<file path="src/common/matmul_pkg.sv">
package matmul_pkg;

  // matrix geometry
  localparam int mat_size   = 8;
  localparam int data_width = 8;
  localparam int addr_width = 3;

  // a full sum of eight 16-bit products fits without overflow
  localparam int acc_width  = 19;

  // one matrix row or column, byte i in element i
  typedef logic [mat_size-1:0][data_width-1:0] mat_row_t;

  // host matrix select
  typedef enum logic {
    mat_a = 1'b0,
    mat_b = 1'b1
  } mat_sel_e;

  // request into one row memory
  typedef struct packed {
    logic                  we;
    logic [addr_width-1:0] addr;
    mat_row_t              wdata;
  } ram_req_t;

  // host register port
  typedef struct packed {
    logic                  we;
    mat_sel_e              sel;
    logic [addr_width-1:0] waddr;
    mat_row_t              wdata;
    // C readback address, data returns one cycle later
    logic [addr_width-1:0] c_raddr;
  } host_req_t;

endpackage

</file>
<file path="src/verilog/matmul_control.sv">
module matmul_control
  import matmul_pkg::*;
(
  input  logic      clk,
  input  logic      resetn,
  input  logic      start_reg,
  input  logic      clear_done_reg,
  input  host_req_t host_req,
  input  logic      done_mat_mul,
  input  ram_req_t  engine_req_a,
  input  ram_req_t  engine_req_b,
  input  ram_req_t  engine_req_c,
  output logic      start_mat_mul,
  output logic      done_reg,
  output logic      busy,
  output ram_req_t  req_a,
  output ram_req_t  req_b,
  output ram_req_t  req_c
);

  typedef enum logic [1:0] {
    st_idle,
    st_start,
    st_run,
    st_done
  } run_state_e;

  run_state_e state;

  always_ff @(posedge clk) begin
    if (!resetn) begin
      state         <= st_idle;
      start_mat_mul <= 1'b0;
    end else begin
      case (state)
        st_idle: begin
          start_mat_mul <= 1'b0;
          if (start_reg) begin
            state <= st_start;
          end
        end
        st_start: begin
          start_mat_mul <= 1'b1;
          state         <= st_run;
        end
        st_run: begin
          // engine pulses done once, drop the start level at the same edge
          if (done_mat_mul) begin
            start_mat_mul <= 1'b0;
            state         <= st_done;
          end
        end
        st_done: begin
          if (clear_done_reg) begin
            state <= st_idle;
          end
        end
        default: state <= st_idle;
      endcase
    end
  end

  assign busy     = (state == st_start) || (state == st_run);
  assign done_reg = (state == st_done);

  // memory ownership: engine while busy, host otherwise
  always_comb begin
    if (busy) begin
      req_a = engine_req_a;
      req_b = engine_req_b;
      req_c = engine_req_c;
    end else begin
      req_a.we    = host_req.we && (host_req.sel == mat_a);
      req_a.addr  = host_req.waddr;
      req_a.wdata = host_req.wdata;
      req_b.we    = host_req.we && (host_req.sel == mat_b);
      req_b.addr  = host_req.waddr;
      req_b.wdata = host_req.wdata;
      // host only reads C
      req_c.we    = 1'b0;
      req_c.addr  = host_req.c_raddr;
      req_c.wdata = '0;
    end
  end

endmodule

</file>
<file path="config.mk">
export PLATFORM = sky130hd
export DESIGN_NAME = matmul_control
export DESIGN_NICKNAME = d
export VERILOG_FILES = /design/src/common/matmul_pkg.sv /design/src/verilog/matmul_control.sv
export SDC_FILE = /design/constraint.sdc
export NUM_CORES = 1
export LEC_CHECK = 0
export BUFFER_PORTS_ARGS = -buffer_cell sky130_fd_sc_hd__buf_2
export CAP_MARGIN = 20
export CORE_AREA = 2 2 191 193
export DETAILED_ROUTE_END_ITERATION = 7
export DIE_AREA = 0 0 193 195
export HOLD_SLACK_MARGIN = 0.02
export PLACE_DENSITY_LB_ADDON = 0.05
export SYNTH_ARGS = -nofsm -noshare
export SYNTH_HDL_FRONTEND = slang
export SYNTH_SLANG_ARGS = --single-unit
</file>
<file path="constraint.sdc">
create_clock -name clk -period 2.6 [get_ports clk]
set_input_delay 0 -clock clk [delete_from_list [all_inputs] [get_ports clk]]
set_output_delay 0 -clock clk [all_outputs]
set_load 0.05 [all_outputs]
</file>
==> run metrics <==
Clock Tree Root clkbuf_16; drt via density 3.12; Crit Path Max Fanout 47; Hold Path Class in -> reg; CTS tree done; vias 4,339; share of the synthesized area in the top cell type 44.6%; Cell Area, Synth 0.00229 sq mm; area of the multi-input gates 0.00205 sq mm; met2 usage 18.0%; total grt overflow 0; Post-Route Skew 0.00151 ns; initial core utilization 6.47%; die width 193 microns; sequential area share after synthesis 2.62%; hold slack 0.0493 ns; DR iter-0 viols 108; Hold Vio Cnt, Final 0; I/O Buffers 487; # diodes 0; DRC viols 0; vias in the first global route 4,437; non-filler instance count after layout 1,390; io pins 488; Setup CP Type reg -> out; Area growth syn-to-layout 131%; largest net degree at the start of global routing 68; GRT Total Usage 8.65%; ranking of synthesized cells by area nand2_1 (45%), nand2b_1 (19%), and2_1 (18%); met1 Use GR 8.32%; post-synth top area cell nand2_1; Std-Cell Rows 69; Storage cell area 60.1 sq um; post-synthesis cell type count 19; Resize count post-CTS 0; Worst-path clk slew 0.03 ns; Detailed Route WL 17,700 microns; Slew headroom 69.0%; fmax 457 MHz; max-slew violation count 0; Worst setup EP type output port; status complete, no violations; critical path data required time 2.60 ns; GR peak layer met2; hpwl dp 15,700 microns; share of layout cells above drive strength 1 54.0%; hold_buf cts 0; remaining antenna violation count 0; die area 0.0376 sq mm; initial antenna violation count 1; CP Data Arrival Time 2.19 ns; flops & latches, synth 3; GR Util met3 2.39%; synthesized instance count 461; Post-CTS Setup Repair Bufs 0; gpl congestion 0.721; nets 1,216; YS warnings 0; Max clock buf depth 2; post-route minimum period 2.19 ns; Placed Cells 1,386; Filler Cell Count 4,301; global-route wire length before repair 25,200 microns; core footprint 0.0354 sq mm; first drt pass iteration count 4; synthesized area per cell 4.97 sq um; Die H 195 microns; final setup violation count 0; # Max-Cap Violations 0; TNS Setup 0 ns; Worst Setup Start Kind flop; period utilization 84.2%; DR WL/cell 12.7 microns; Worst-Skew Late Latency 0.23 ns; RSZ-0062 raised after global routing false; TritonCTS buffer count 3; Mapped Nets 747; clk sinks 3; Worst Tran Pin Value 0.464 ns; H-tree levels 1
==> final cells by class <==
| cell class | count | share of cell area, % |
|---|---|---|
| clock buffers | 4 | 1.49 |
| inverters | 5 | 0.354 |
| multi-input cells | 423 | 38.6 |
| flip-flops and latches | 3 | 1.13 |
| well taps | 461 | 10.9 |
| repair buffers | 494 | 47.5 |
==> worst max-delay path, stage by stage (launching register included) <==
cell and delay, ns:
dfxtp_1 0.39, inv_1 0.11, ha_4 0.58, buf_4 0.31
mux2_2 0.35, buf_2 0.21
==> cells in the mapped netlist (all sizes together) <==
| library cell | n |
|---|---|
| a2111o | 1 |
| nor2b | 1 |
| buf | 24 |
| a221oi | 1 |
| dfxtp | 3 |
| clkbuf | 6 |
| o211a | 1 |
| and2 | 65 |
| a21boi | 1 |
| mux2i | 1 |
| ha | 5 |
| or3b | 1 |
| o21ai | 3 |
| mux2 | 3 |
| inv | 5 |
| nand2b | 68 |
| nand2 | 272 |
==> path summary, 6_finish.rpt <==
check / to / start / cells after the start / slack (ns)
min reg2reg: start_mat_mul / start_mat_mul / 2 / 0.51
min: state[0] / resetn / 2 / 0.05
max: req_c[66] / state[1] / 5 / 0.41
max reg2reg: state[1] / state[1] / 5 / 0.97
==> kinds of logic after synthesis <==
family / share of synthesized area (%)
buf+inv: 8.52
fa+ha+maj: 2.73
mux: 1.91
compound gates: 2.30
simple gates: 81.9
flops: 2.62
==> cell usage in the layout (no fill, tap or decap), types with 2 or more instances in the layout <==
master	n
clkbuf_16	3
and2_1	65
nand2b_1	68
ha_1	4
nand2_1	272
inv_1	5
buf_4	5
buf_2	487
mux2_2	3
buf_12	2
dfxtp_1	3
o21ai_0	3
==> flip-flops by register name, indices dropped and copies added (netlist names) <==
name           count
start_mat_mul      1
state              2
==> per-stage QoR <==
stage / setup slack (ns) / utilization, % / instance area [sq um]
finish: 0.410 / 15.0 / 5300
global route: 0.235 / 15.0 / 5300
CTS: 0.363 / 15.0 / 5300
detailed placement: 0.616 / 14.7 / 5220
global placement: 0.626 / 14.7 / 5220
floorplan: 0.164 / - / 2290
==> routing by layer <==
layer | wire (microns) | up-vias
met3 | 1760 | 18
met4 | 209 | 2
met2 | 9750 | 220
li1 | - | 2306
met1 | 5930 | 1793
met5 | 13 | -
Power is left out: the tool's default activity adds up to more than one toggle a clock period on the data nets, which glitch-free logic cannot reach.
