<file path="src/common/matmul_pkg.sv">
package matmul_pkg;

  // matrix geometry
  localparam int mat_size   = 8;
  localparam int data_width = 8;
  localparam int addr_width = 3;

  // a full sum of eight 16-bit products fits without overflow
  localparam int acc_width  = 19;

  // one matrix row or column, byte i in element i
  typedef logic [mat_size-1:0][data_width-1:0] mat_row_t;

  // host matrix select
  typedef enum logic {
    mat_a = 1'b0,
    mat_b = 1'b1
  } mat_sel_e;

  // request into one row memory
  typedef struct packed {
    logic                  we;
    logic [addr_width-1:0] addr;
    mat_row_t              wdata;
  } ram_req_t;

  // host register port
  typedef struct packed {
    logic                  we;
    mat_sel_e              sel;
    logic [addr_width-1:0] waddr;
    mat_row_t              wdata;
    // C readback address, data returns one cycle later
    logic [addr_width-1:0] c_raddr;
  } host_req_t;

endpackage

</file>
<file path="src/verilog/row_ram.sv">
module row_ram
  import matmul_pkg::*;
(
  input  logic     clk,
  input  ram_req_t req,
  output mat_row_t rdata
);

  // one full row per address
  mat_row_t mem [mat_size];

  // whole-row write, no byte masks
  always_ff @(posedge clk) begin
    if (req.we) begin
      mem[req.addr] <= req.wdata;
    end
  end

  // registered read, returns the old row on a same-cycle write
  always_ff @(posedge clk) begin
    rdata <= mem[req.addr];
  end

endmodule
</file>
<file path="config.mk">
export PLATFORM = sky130hd
export DESIGN_NAME = row_ram
export DESIGN_NICKNAME = d
export VERILOG_FILES = /design/src/common/matmul_pkg.sv /design/src/verilog/row_ram.sv
export SDC_FILE = /design/constraint.sdc
export NUM_CORES = 1
export LEC_CHECK = 0
export ABC_AREA = 1
export CORE_MARGIN = 2
export CORE_UTILIZATION = 40
export DETAILED_ROUTE_END_ITERATION = 10
export DONT_BUFFER_PORTS = 1
export MAX_ROUTING_LAYER = met4
export PLACE_DENSITY = 0.59
export SKIP_CTS_REPAIR_TIMING = 1
export SYNTH_ARGS = -nofsm -noshare
export SYNTH_HDL_FRONTEND = slang
export SYNTH_SLANG_ARGS = --single-unit
</file>
<file path="constraint.sdc">
create_clock -name clk -period 8.99 [get_ports clk]
set_clock_uncertainty 0.2 [all_clocks]
set_input_delay 0.4495 -clock clk [delete_from_list [all_inputs] [get_ports clk]]
set_output_delay 0.4495 -clock clk [all_outputs]
set_load 0.01 [all_outputs]
</file>
==> results of run 1 <==
-- synthesized netlist by cell type, drive strengths merged --
master,number,area [um^2]
nand2,1033,3880
edfxtp,512,15400
inv,320,1200
nand3,126,631
buf,86,493
dfxtp,64,1280
nor2,7,33.8
clkbuf,5,18.8
nor3,2,10.0
-- flip-flops by register name (all words and copies together) (netlist names) --
signal and flops:
mem 512, rdata 64
-- metal layers --
layer | global-route usage, % | share of wire [%]
met5 | - | 0
met4 | 5.16 | 2.3
met3 | 4.90 | 5.7
met2 | 27.2 | 48
met1 | 20.6 | 44
-- critical path, cell delays in order --
cell,delay [ns]
clkinv_2,0.43
buf_4,0.51
nand2_1,0.23
nor2_4,0.87
buf_4,0.59
-- through the flow --
stage / std cells / hold WS (ns)
CTS: 2942 / -0.305
floorplan: 2155 / 0.348
finish: 3018 / -0.0130
global route: 3018 / 0.00830
detailed placement: 2835 / 0.349
global placement: 2835 / 0.349
-- placed cells by master (no fill, tap or decap) --
| master | instances |
|---|---|
| buf_16 | 1 |
| buf_4 | 15 |
| bufinv_16 | 6 |
| clkbuf_1 | 11 |
| clkbuf_16 | 57 |
| clkbuf_8 | 12 |
| clkinv_1 | 3 |
| clkinv_2 | 11 |
| clkinv_4 | 1 |
| clkinvlp_4 | 4 |
| dfxtp_1 | 64 |
| diode_2 | 6 |
| dlygate4sd3_1 | 69 |
| edfxtp_1 | 512 |
| inv_1 | 316 |
| inv_2 | 2 |
| inv_6 | 3 |
| inv_8 | 1 |
| nand2_1 | 1033 |
| nand3_1 | 126 |
| nor2_4 | 7 |
| nor3_2 | 2 |
-- where the power goes --
part,internal (mW),switching [mW]
registers,3.02,0.0520
logic,0.0892,0.203
clock network,1.44,0.987
total,4.55,1.24
-- how the worst max path moves through the flow --
stage | endpoint | slack (ns) | cells after the start
after detailed placement | mem[3][29] | 5.24 | 5
after floorplan | mem[0][0] | 2.82 | 6
after global routing | rdata[62] | 5.73 | 10
after global placement | mem[3][28] | 5.32 | 5
after CTS | mem[3][29] | 5.88 | 5
final | mem[3][29] | 5.91 | 5
-- cell families after synthesis --
family | count (synthesis)
buffers and inverters | 411
AND/OR/NAND/NOR | 1168
flip-flops | 576
-- cell type report --
type,instances,area (um^2),area share [%]
repair buffers,85,831,3.17
inverters,320,1210,4.62
flip-flops and latches,576,16700,63.6
multi-input cells,1168,4610,17.6
diodes,6,15.0,0.0573
clock inverters,27,307,1.17
well taps,756,946,3.61
clock buffers,80,1630,6.23
==> results.sh, run 1 <==
export IMPL_num_vias=13700
export IMPL_ioPinCount=133
export IMPL_vdd_drop_max_uv=161
export IMPL_hp_start="req[64]"
export IMPL_yosys_warnings=0
export IMPL_syn_area_mm2=0.0229
export IMPL_clock_sinks=576
export IMPL_grt_overflow=0
export IMPL_place_port_buffers=0
export IMPL_core_mm2=0.0565
export IMPL_crit_path_end_kind="flop"
export IMPL_drt_total_wl_um=49500
export IMPL_synth_top_family_by_area="simple AND/OR/NAND/NOR gates"
export IMPL_setup_viol=0
export IMPL_cts_tree="yes"
export IMPL_yosysUniqueCellTypes=14
export IMPL_synth_seq_cells=576
export IMPL_finalCriticalPeriod_ns=3.08
export IMPL_worstSetupPathType="input pin to flop"
export IMPL_htreeDepth=2
export IMPL_first_iter_violations=1011
export IMPL_holdPathStages=6
export IMPL_syn_avg_cell_area_um2=10.6
export IMPL_finalPower_mw=5.79
export IMPL_dieArea_mm2=0.0592
export IMPL_grt_pass1_vias=13200
export IMPL_r2r_slack_ns=6.84
export IMPL_finalNetCount=2277
export IMPL_cts_made_buffers=57
export IMPL_rr_worst_depth=8
export IMPL_hold_viol=3
export IMPL_rows=87
export IMPL_drive_gt1_share_pct=5.41
export IMPL_fmax_mhz=325
export IMPL_hold_end="rdata[6]"
export IMPL_violations="negative hold slack"
export IMPL_pwr_density_cell_mw_per_mm2=221
export IMPL_worst_slew_pin_transition_ns=1.23
export IMPL_ant_nets=0
export IMPL_hpwl_um=26600
export IMPL_layout_setup_ws_ns=5.91
export IMPL_setup_tns_ns=0
export IMPL_fill_cells=5082
export IMPL_die_x_um=243
export IMPL_cp_max_fo=37
export IMPL_clk_path_buf_depth=3
export IMPL_design_area_mm2=0.0262
export IMPL_p_leak_nw=11.3
export IMPL_critPathRequiredTime_ns=9.03
export IMPL_maxSlewViolCount=0
export IMPL_fp_dieH_um=243
export IMPL_dpl_cell_area_mm2=0.0235
export IMPL_synth_compound_area_share_pct=0
export IMPL_gp_congestion=0.755
export IMPL_drc=0
export IMPL_insertion_delay_ns=0.60
export IMPL_slew_headroom_pct=18.1
export IMPL_root_buffer="clkbuf_16"
export IMPL_syn_num_nets=2224
export IMPL_grt_use_total_pct=16.9
export IMPL_initial_core_util_pct=40.6
export IMPL_synth_xor_xnor_area_share_pct=0
export IMPL_start_kind="input pin"
export IMPL_path_clk_slew_ns=0.06
export IMPL_syn_inst=2155
export IMPL_dp_slack_ns=5.24
export IMPL_synthMuxAreaShare_pct=0
export IMPL_synth_simple_area_share_pct=19.9
export IMPL_syn_to_final_growth_pct=14.3
export IMPL_r2r_end="rdata[62]"
export IMPL_antenna_found_initial=6
export IMPL_status="finished with violations"
export IMPL_synthAdderAreaFrac_pct=0
export IMPL_grt_first_pass_wirelength_um=75400
export IMPL_grt_max_degree=259
export IMPL_hold_ws_ns=-0.0130
export IMPL_post_route_period_util_pct=34.2
export IMPL_vias_per_cell=4.55
export IMPL_dr_pass1_iters=4
export IMPL_utilization_pct=46.4
export IMPL_maxCapViolCount=0
export IMPL_detail_route_wl_per_cell_um=16.4
export IMPL_crit_start="req[66]"
export IMPL_timing_rr_start="mem[5][62]"
export IMPL_synth_yosys_seq_area_share_pct=72.7
export IMPL_rsz0062_at_grt="no"
export IMPL_cp_arrival_ns=3.11
export IMPL_hp_class="input pin to flop"
(Power assumes the default switching activity.)
==> inputs of run 2 (changes only) <==
--- a/config.mk
+++ b/config.mk
@@ -5,7 +5,7 @@
 export SDC_FILE = /design/constraint.sdc
 export NUM_CORES = 1
 export LEC_CHECK = 0
-export ABC_AREA = 1
+export ABC_AREA = 0
 export CORE_MARGIN = 2
 export CORE_UTILIZATION = 40
 export DETAILED_ROUTE_END_ITERATION = 10
==> constraint.sdc (replaced) <==
create_clock -name clk -period 3 [get_ports clk]
set_clock_uncertainty 0.2 [all_clocks]
set_input_delay 0.15 -clock clk [delete_from_list [all_inputs] [get_ports clk]]
set_output_delay 0.15 -clock clk [all_outputs]
set_load 0.01 [all_outputs]
==> results.sh, run 2 <==
export IMPL_synth_top_area_share_pct=74.2
export IMPL_cp_num_buf_inv=4
export IMPL_crit_family="buffers and inverters"
export IMPL_first_iter_violations=813
export IMPL_grt_overflow=0
export IMPL_drc=0
export IMPL_critPathRequiredTime_ns=3.29
export IMPL_place_port_buffers=0
export IMPL_cts_tree="yes"
export IMPL_p_sw_share_pct=20.7
export IMPL_grt_pass1_vias=10000
export IMPL_cts_made_buffers=57
export IMPL_power_frac_clock_pct=41.1
export IMPL_hold_viol=1
export IMPL_dp_slack_ns=1.04
export IMPL_final_common_cell="edfxtp_1"
export IMPL_dr_pass1_iters=5
export IMPL_hold_end="rdata[45]"
export IMPL_insertion_delay_ns=0.61
export IMPL_yosysUniqueCellTypes=22
export IMPL_slew_headroom_pct=33.5
export IMPL_finalCriticalPeriod_ns=2.98
export IMPL_crit_chain="dlygate4sd3_1, buf_16, and3b_1, a222oi_1, dlygate4sd3_1, o21ai_0, dlygate4sd3_1"
export IMPL_die_x_um=232
export IMPL_largest_register="mem"
export IMPL_finalNetCount=1238
export IMPL_core_mm2=0.0513
export IMPL_ioPinCount=133
export IMPL_ant_nets=0
export IMPL_grt_first_pass_wirelength_um=64200
export IMPL_intPower_mw=13.6
export IMPL_worst_slew_pin_transition_ns=0.995
export IMPL_synth_edf_count=512
export IMPL_slowest_stage="dlygate4sd3_1"
export IMPL_clk_path_buf_depth=3
export IMPL_start_kind="input pin"
export IMPL_largest_reg_flops=512
export IMPL_p_leak_nw=7.99
export IMPL_detail_route_wl_per_cell_um=23.6
export IMPL_timing_rr_start="mem[7][5]"
export IMPL_grt_use_total_pct=16.6
export IMPL_maxSlewViolCount=0
export IMPL_top_regs="mem x512, rdata x64"
export IMPL_root_buffer="clkbuf_16"
export IMPL_dieArea_mm2=0.0537
export IMPL_synth_common_cells="512 x edfxtp_1, 161 x mux2_2, 68 x a22oi_1"
export IMPL_drt_total_wl_um=44900
export IMPL_num_vias=10200
export IMPL_hpwl_um=22300
export IMPL_yosys_warnings=0
export IMPL_max_stage_delay_ns=0.73
export IMPL_syn_area_mm2=0.0207
export IMPL_synth_area_top_cells="edfxtp_1 74%, mux2_2 8.7%, dfxtp_1 6.2%"
export IMPL_crit_path_end_kind="flop"
export IMPL_grt_max_degree=157
export IMPL_synth_flop_cell="edfxtp_1"
export IMPL_vdd_drop_max_uv=476
export IMPL_maxCapViolCount=0
export IMPL_p_comb_share_pct=5.1
export IMPL_rr_worst_depth=6
export IMPL_worstSetupPathType="input pin to flop"
export IMPL_cp_arrival_ns=3.28
export IMPL_setup_viol=0
export IMPL_rows=83
export IMPL_r2r_end="rdata[5]"
export IMPL_fmax_mhz=335
export IMPL_synth_area_leader_cell="edfxtp_1"
export IMPL_violations="negative hold slack"
export IMPL_vias_per_cell=5.35
export IMPL_synthMostInstantiatedCell="edfxtp_1"
export IMPL_synth_yosys_seq_area_share_pct=80.4
export IMPL_status="finished with violations"
export IMPL_holdPathStages=3
export IMPL_synth_seq_cells=576
export IMPL_pwr_density_cell_mw_per_mm2=690
export IMPL_hp_start="req[64]"
export IMPL_switching_power_mw=3.55
export IMPL_layout_setup_ws_ns=0.0171
export IMPL_cp_common_cell="dlygate4sd3_1"
export IMPL_syn_inst=1015
export IMPL_path_clk_slew_ns=0.06
export IMPL_drive_gt1_share_pct=26.2
export IMPL_utilization_pct=48.4
export IMPL_cp_max_fo=85
export IMPL_syn_num_nets=1084
export IMPL_post_route_period_util_pct=99.4
export IMPL_power_share_sequential_pct=53.8
export IMPL_initial_core_util_pct=40.4
export IMPL_hold_ws_ns=-0.00426
export IMPL_fp_dieH_um=232
export IMPL_r2r_slack_ns=0.05
export IMPL_htreeDepth=2
export IMPL_clock_sinks=576
export IMPL_gp_congestion=0.715
export IMPL_antenna_found_initial=8
export IMPL_syn_to_final_growth_pct=19.7
export IMPL_hp_class="input pin to flop"
export IMPL_ys_async_sr_fraction_pct=0
export IMPL_syn_avg_cell_area_um2=20.4
export IMPL_final_cell_mix="512 x edfxtp_1, 161 x mux2_2, 129 x dlygate4sd3_1, 68 x a22oi_1, 64 x dfxtp_1"
run 2: cell count changes after synthesis, sizes merged, moves of 48 or more:
cell / delta
a22oi: +68
nand3: -126
nand2: -1011
mux2: +161
buf: -48
inv: -318
run 2: how the worst max path moves through the flow:
stage | startpoint | end | slack (ns) | cells after the start
floorplan | req[65] | mem[3][0] | -0.32 | 5
global placement | req[64] | mem[6][21] | 1.09 | 4
detailed placement | req[64] | mem[6][23] | 1.04 | 4
CTS | mem[0][45] | rdata[45] | 1.43 | 3
global route | req[65] | rdata[5] | -0.01 | 7
finish | req[65] | rdata[5] | 0.02 | 7
run 2: metal layers:
metal	share of wire, %	vias up	global-route usage [%]	wire length, um
met4	2.0	0	4.67	908
li1	-	4476	-	-
met2	48	282	25.9	21700
met1	43	5365	21.2	19400
met5	0	-	-	0
met3	6.6	61	4.72	2970
run 2: logic make-up after synthesis:
group                  after synthesis  synth area share (%)
DFF                                576                  80.4
muxes                              191                  12.0
AOI/OAI and AO/OA                  148                  5.36
buffers and inverters               61                  1.44
and+or+nand+nor                     39                 0.833
run 2: through the flow:
stage	cells	power, mW	setup TNS, ns	hold slack [ns]	instance area [um^2]
2_1_floorplan	1015	9.82	-78.76	0.0489	20800
3_3_place_gp	1658	9.92	0	0.0492	21600
3_5_place_dp	1658	9.93	0	0.0492	21600
4_1_cts	1764	17.0	0	-0.600	23400
5_1_grt	1902	17.8	-0.00964	0.0191	24800
6_report	1903	17.1	0	-0.00426	24800
run 2: layout make-up:
type,count,area [um^2]
flip-flops and latches,576,16700
repair buffers,154,1550
inverters,2,7.51
clock inverters,28,279
clock buffers,78,1580
fillers,4311,26500
multi-input cells,378,3880
well taps,680,851
diodes,7,17.5
run 2: worst min-delay path, cell delays in order:
cell	delay, ns
mux2_2	0.16
a22oi_1	0.06
o21ai_0	0.34
run 2: power by group through the flow:
| stage | logic [mW] | registers (mW) | clock network, mW |
|---|---|---|---|
| 2_1_floorplan | 0.475 | 9.34 | 0 |
| 3_3_place_gp | 0.529 | 9.39 | 0 |
| 3_5_place_dp | 0.530 | 9.40 | 0 |
| 4_1_cts | 0.534 | 9.23 | 7.22 |
| 5_1_grt | 0.960 | 9.25 | 7.56 |
| 6_report | 0.880 | 9.22 | 7.04 |
==> inputs of run 3 (changes only) <==
--- a/config.mk
+++ b/config.mk
@@ -11,7 +11,7 @@
 export DETAILED_ROUTE_END_ITERATION = 10
 export DONT_BUFFER_PORTS = 1
 export MAX_ROUTING_LAYER = met4
-export PLACE_DENSITY = 0.59
+export PLACE_DENSITY = 0.64
 export SKIP_CTS_REPAIR_TIMING = 1
 export SYNTH_ARGS = -nofsm -noshare
 export SYNTH_HDL_FRONTEND = slang
==> results.sh, run 3 (synthesis gave the netlist of run 2 again) <==
export IMPL_status="finished with violations"
export IMPL_violations="negative hold slack"
export IMPL_rr_worst_depth=5
export IMPL_hp_class="input pin to flop"
export IMPL_path_clk_slew_ns=0.06
export IMPL_maxSlewViolCount=0
export IMPL_hold_end="rdata[51]"
export IMPL_fp_dieH_um=232
export IMPL_start_kind="input pin"
export IMPL_dr_wl_met2_um=21700
export IMPL_hold_viol=2
export IMPL_die_x_um=232
export IMPL_multi_input_area_mm2=0.00388
export IMPL_cp_arrival_ns=3.02
export IMPL_dpl_cell_area_mm2=0.0216
export IMPL_drive_gt1_share_pct=25.6
export IMPL_hpwl_um=22000
export IMPL_clock_sinks=576
export IMPL_fill_cells=4210
export IMPL_dr_max_layer_used="met4"
export IMPL_place_port_buffers=0
export IMPL_ff_latch_area_mm2=0.0167
export IMPL_worst_slew_pin_transition_ns=0.972
export IMPL_holdPathStages=3
export IMPL_maxCapViolCount=0
export IMPL_r2r_end="rdata[34]"
export IMPL_ioPinCount=133
export IMPL_vias_per_cell=5.36
export IMPL_root_buffer="clkbuf_16"
export IMPL_slew_headroom_pct=35.0
export IMPL_grt_pass1_vias=9879
export IMPL_drt_total_wl_um=45200
export IMPL_dr_pass1_iters=7
export IMPL_pwr_density_cell_mw_per_mm2=690
export IMPL_syn_to_final_growth_pct=19.9
export IMPL_crit_path_end_kind="flop"
export IMPL_design_area_mm2=0.0249
export IMPL_ant_nets=0
export IMPL_top_regs="mem x512, rdata x64"
export IMPL_htreeDepth=2
export IMPL_setup_viol=0
export IMPL_rsz0062_at_grt="no"
export IMPL_timing_rr_start="mem[7][34]"
export IMPL_clk_path_buf_depth=3
export IMPL_detail_route_wl_per_cell_um=23.8
export IMPL_cts_tree="yes"
export IMPL_final_cell_mix="512 x edfxtp_1, 161 x mux2_2, 132 x dlygate4sd3_1, 68 x a22oi_1, 64 x dfxtp_1"
export IMPL_grt_max_degree=157
export IMPL_rows=83
export IMPL_dieArea_mm2=0.0537
export IMPL_post_route_period_util_pct=92.3
export IMPL_largest_register="mem"
export IMPL_drc=0
export IMPL_first_iter_violations=1000
export IMPL_grt_first_pass_wirelength_um=62900
export IMPL_initial_core_util_pct=40.4
export IMPL_r2r_slack_ns=0.50
export IMPL_hp_start="req[66]"
export IMPL_finalCriticalPeriod_ns=2.77
export IMPL_core_mm2=0.0513
export IMPL_cp_max_fo=76
export IMPL_grt_overflow=0
export IMPL_finalNetCount=1237
export IMPL_num_vias=10200
export IMPL_gp_congestion=0.717
export IMPL_wl_met3_um=3120
export IMPL_vdd_drop_max_uv=558
export IMPL_largest_reg_flops=512
export IMPL_critPathRequiredTime_ns=3.26
export IMPL_hold_ws_ns=-0.0389
export IMPL_cts_made_buffers=54
export IMPL_fmax_mhz=361
export IMPL_final_common_cell="edfxtp_1"
export IMPL_m1WireLength_um=19500
export IMPL_antenna_found_initial=6
export IMPL_worstSetupPathType="input pin to flop"
export IMPL_grt_use_total_pct=16.2
export IMPL_setup_tns_ns=0
export IMPL_insertion_delay_ns=0.58
export IMPL_p_leak_nw=8.01
==> run 3: cell types whose count changed in the layout (fill, tap and decap cells not counted), sizes merged <==
cell | previous run | this run
bufinv | 5 | 7
clkbuf | 78 | 76
dlygate4sd3 | 129 | 132
clkinvlp | 3 | 0
inv | 4 | 2
buf | 25 | 24
==> run 3: routing by layer <==
layer  vias up  track usage [%]
li1       4484                -
met1      5300             20.3
met4         0             4.13
met5         -                -
met3        70             4.33
met2       337             26.2
==> run 3: worst max-delay path by stage <==
stage | start | end | depth (start not counted)
finish | req[66] | rdata[19] | 7
global route | req[66] | rdata[19] | 7
CTS | mem[7][2] | rdata[2] | 2
detailed placement | req[65] | rdata[62] | 3
global placement | req[66] | mem[0][63] | 3
floorplan | req[65] | mem[3][0] | 5
==> run 3: where the power goes <==
part | leakage, nW | internal [mW] | total, mW | switching [mW]
Clock | 0.912 | 4.21 | 7.05 | 2.85
Combinational | 1.91 | 0.426 | 0.883 | 0.457
Sequential | 5.19 | 9.06 | 9.22 | 0.161
Total | 8.01 | 13.7 | 17.2 | 3.46
==> run 3: cell type report <==
type / instances / area share (%)
Antenna cell: 7 / 0.0705
Clock buffer: 76 / 6.27
Clock inverter: 25 / 1.17
Inverter: 2 / 0.0302
Multi-Input combinational cell: 378 / 15.6
Sequential cell: 576 / 67.0
Tap cell: 680 / 3.42
Timing Repair Buffer: 156 / 6.43
==> run 3: worst max-delay path, cell delays in order <==
cell	delay (ns)
dlygate4sd3_1	0.62
buf_16	0.37
mux2_2	0.39
a22oi_1	0.15
dlygate4sd3_1	0.59
o211ai_1	0.08
dlygate4sd3_1	0.58
==> run 3: stage by stage <==
| step | worst slack [ns] | power (mW) | hold WS (ns) | util, % | instances |
|---|---|---|---|---|---|
| final | 0.232 | 17.2 | -0.0389 | 48.5 | 1900 |
| after global routing | 0.145 | 17.7 | 0.00562 | 48.4 | 1898 |
| after CTS | 1.50 | 16.9 | -0.571 | 45.7 | 1758 |
| after detailed placement | 1.16 | 9.93 | 0.0493 | 42.1 | 1657 |
| after global placement | 1.22 | 9.92 | 0.0492 | 42.1 | 1657 |
| after floorplan | -0.322 | 9.82 | 0.0489 | - | 1015 |
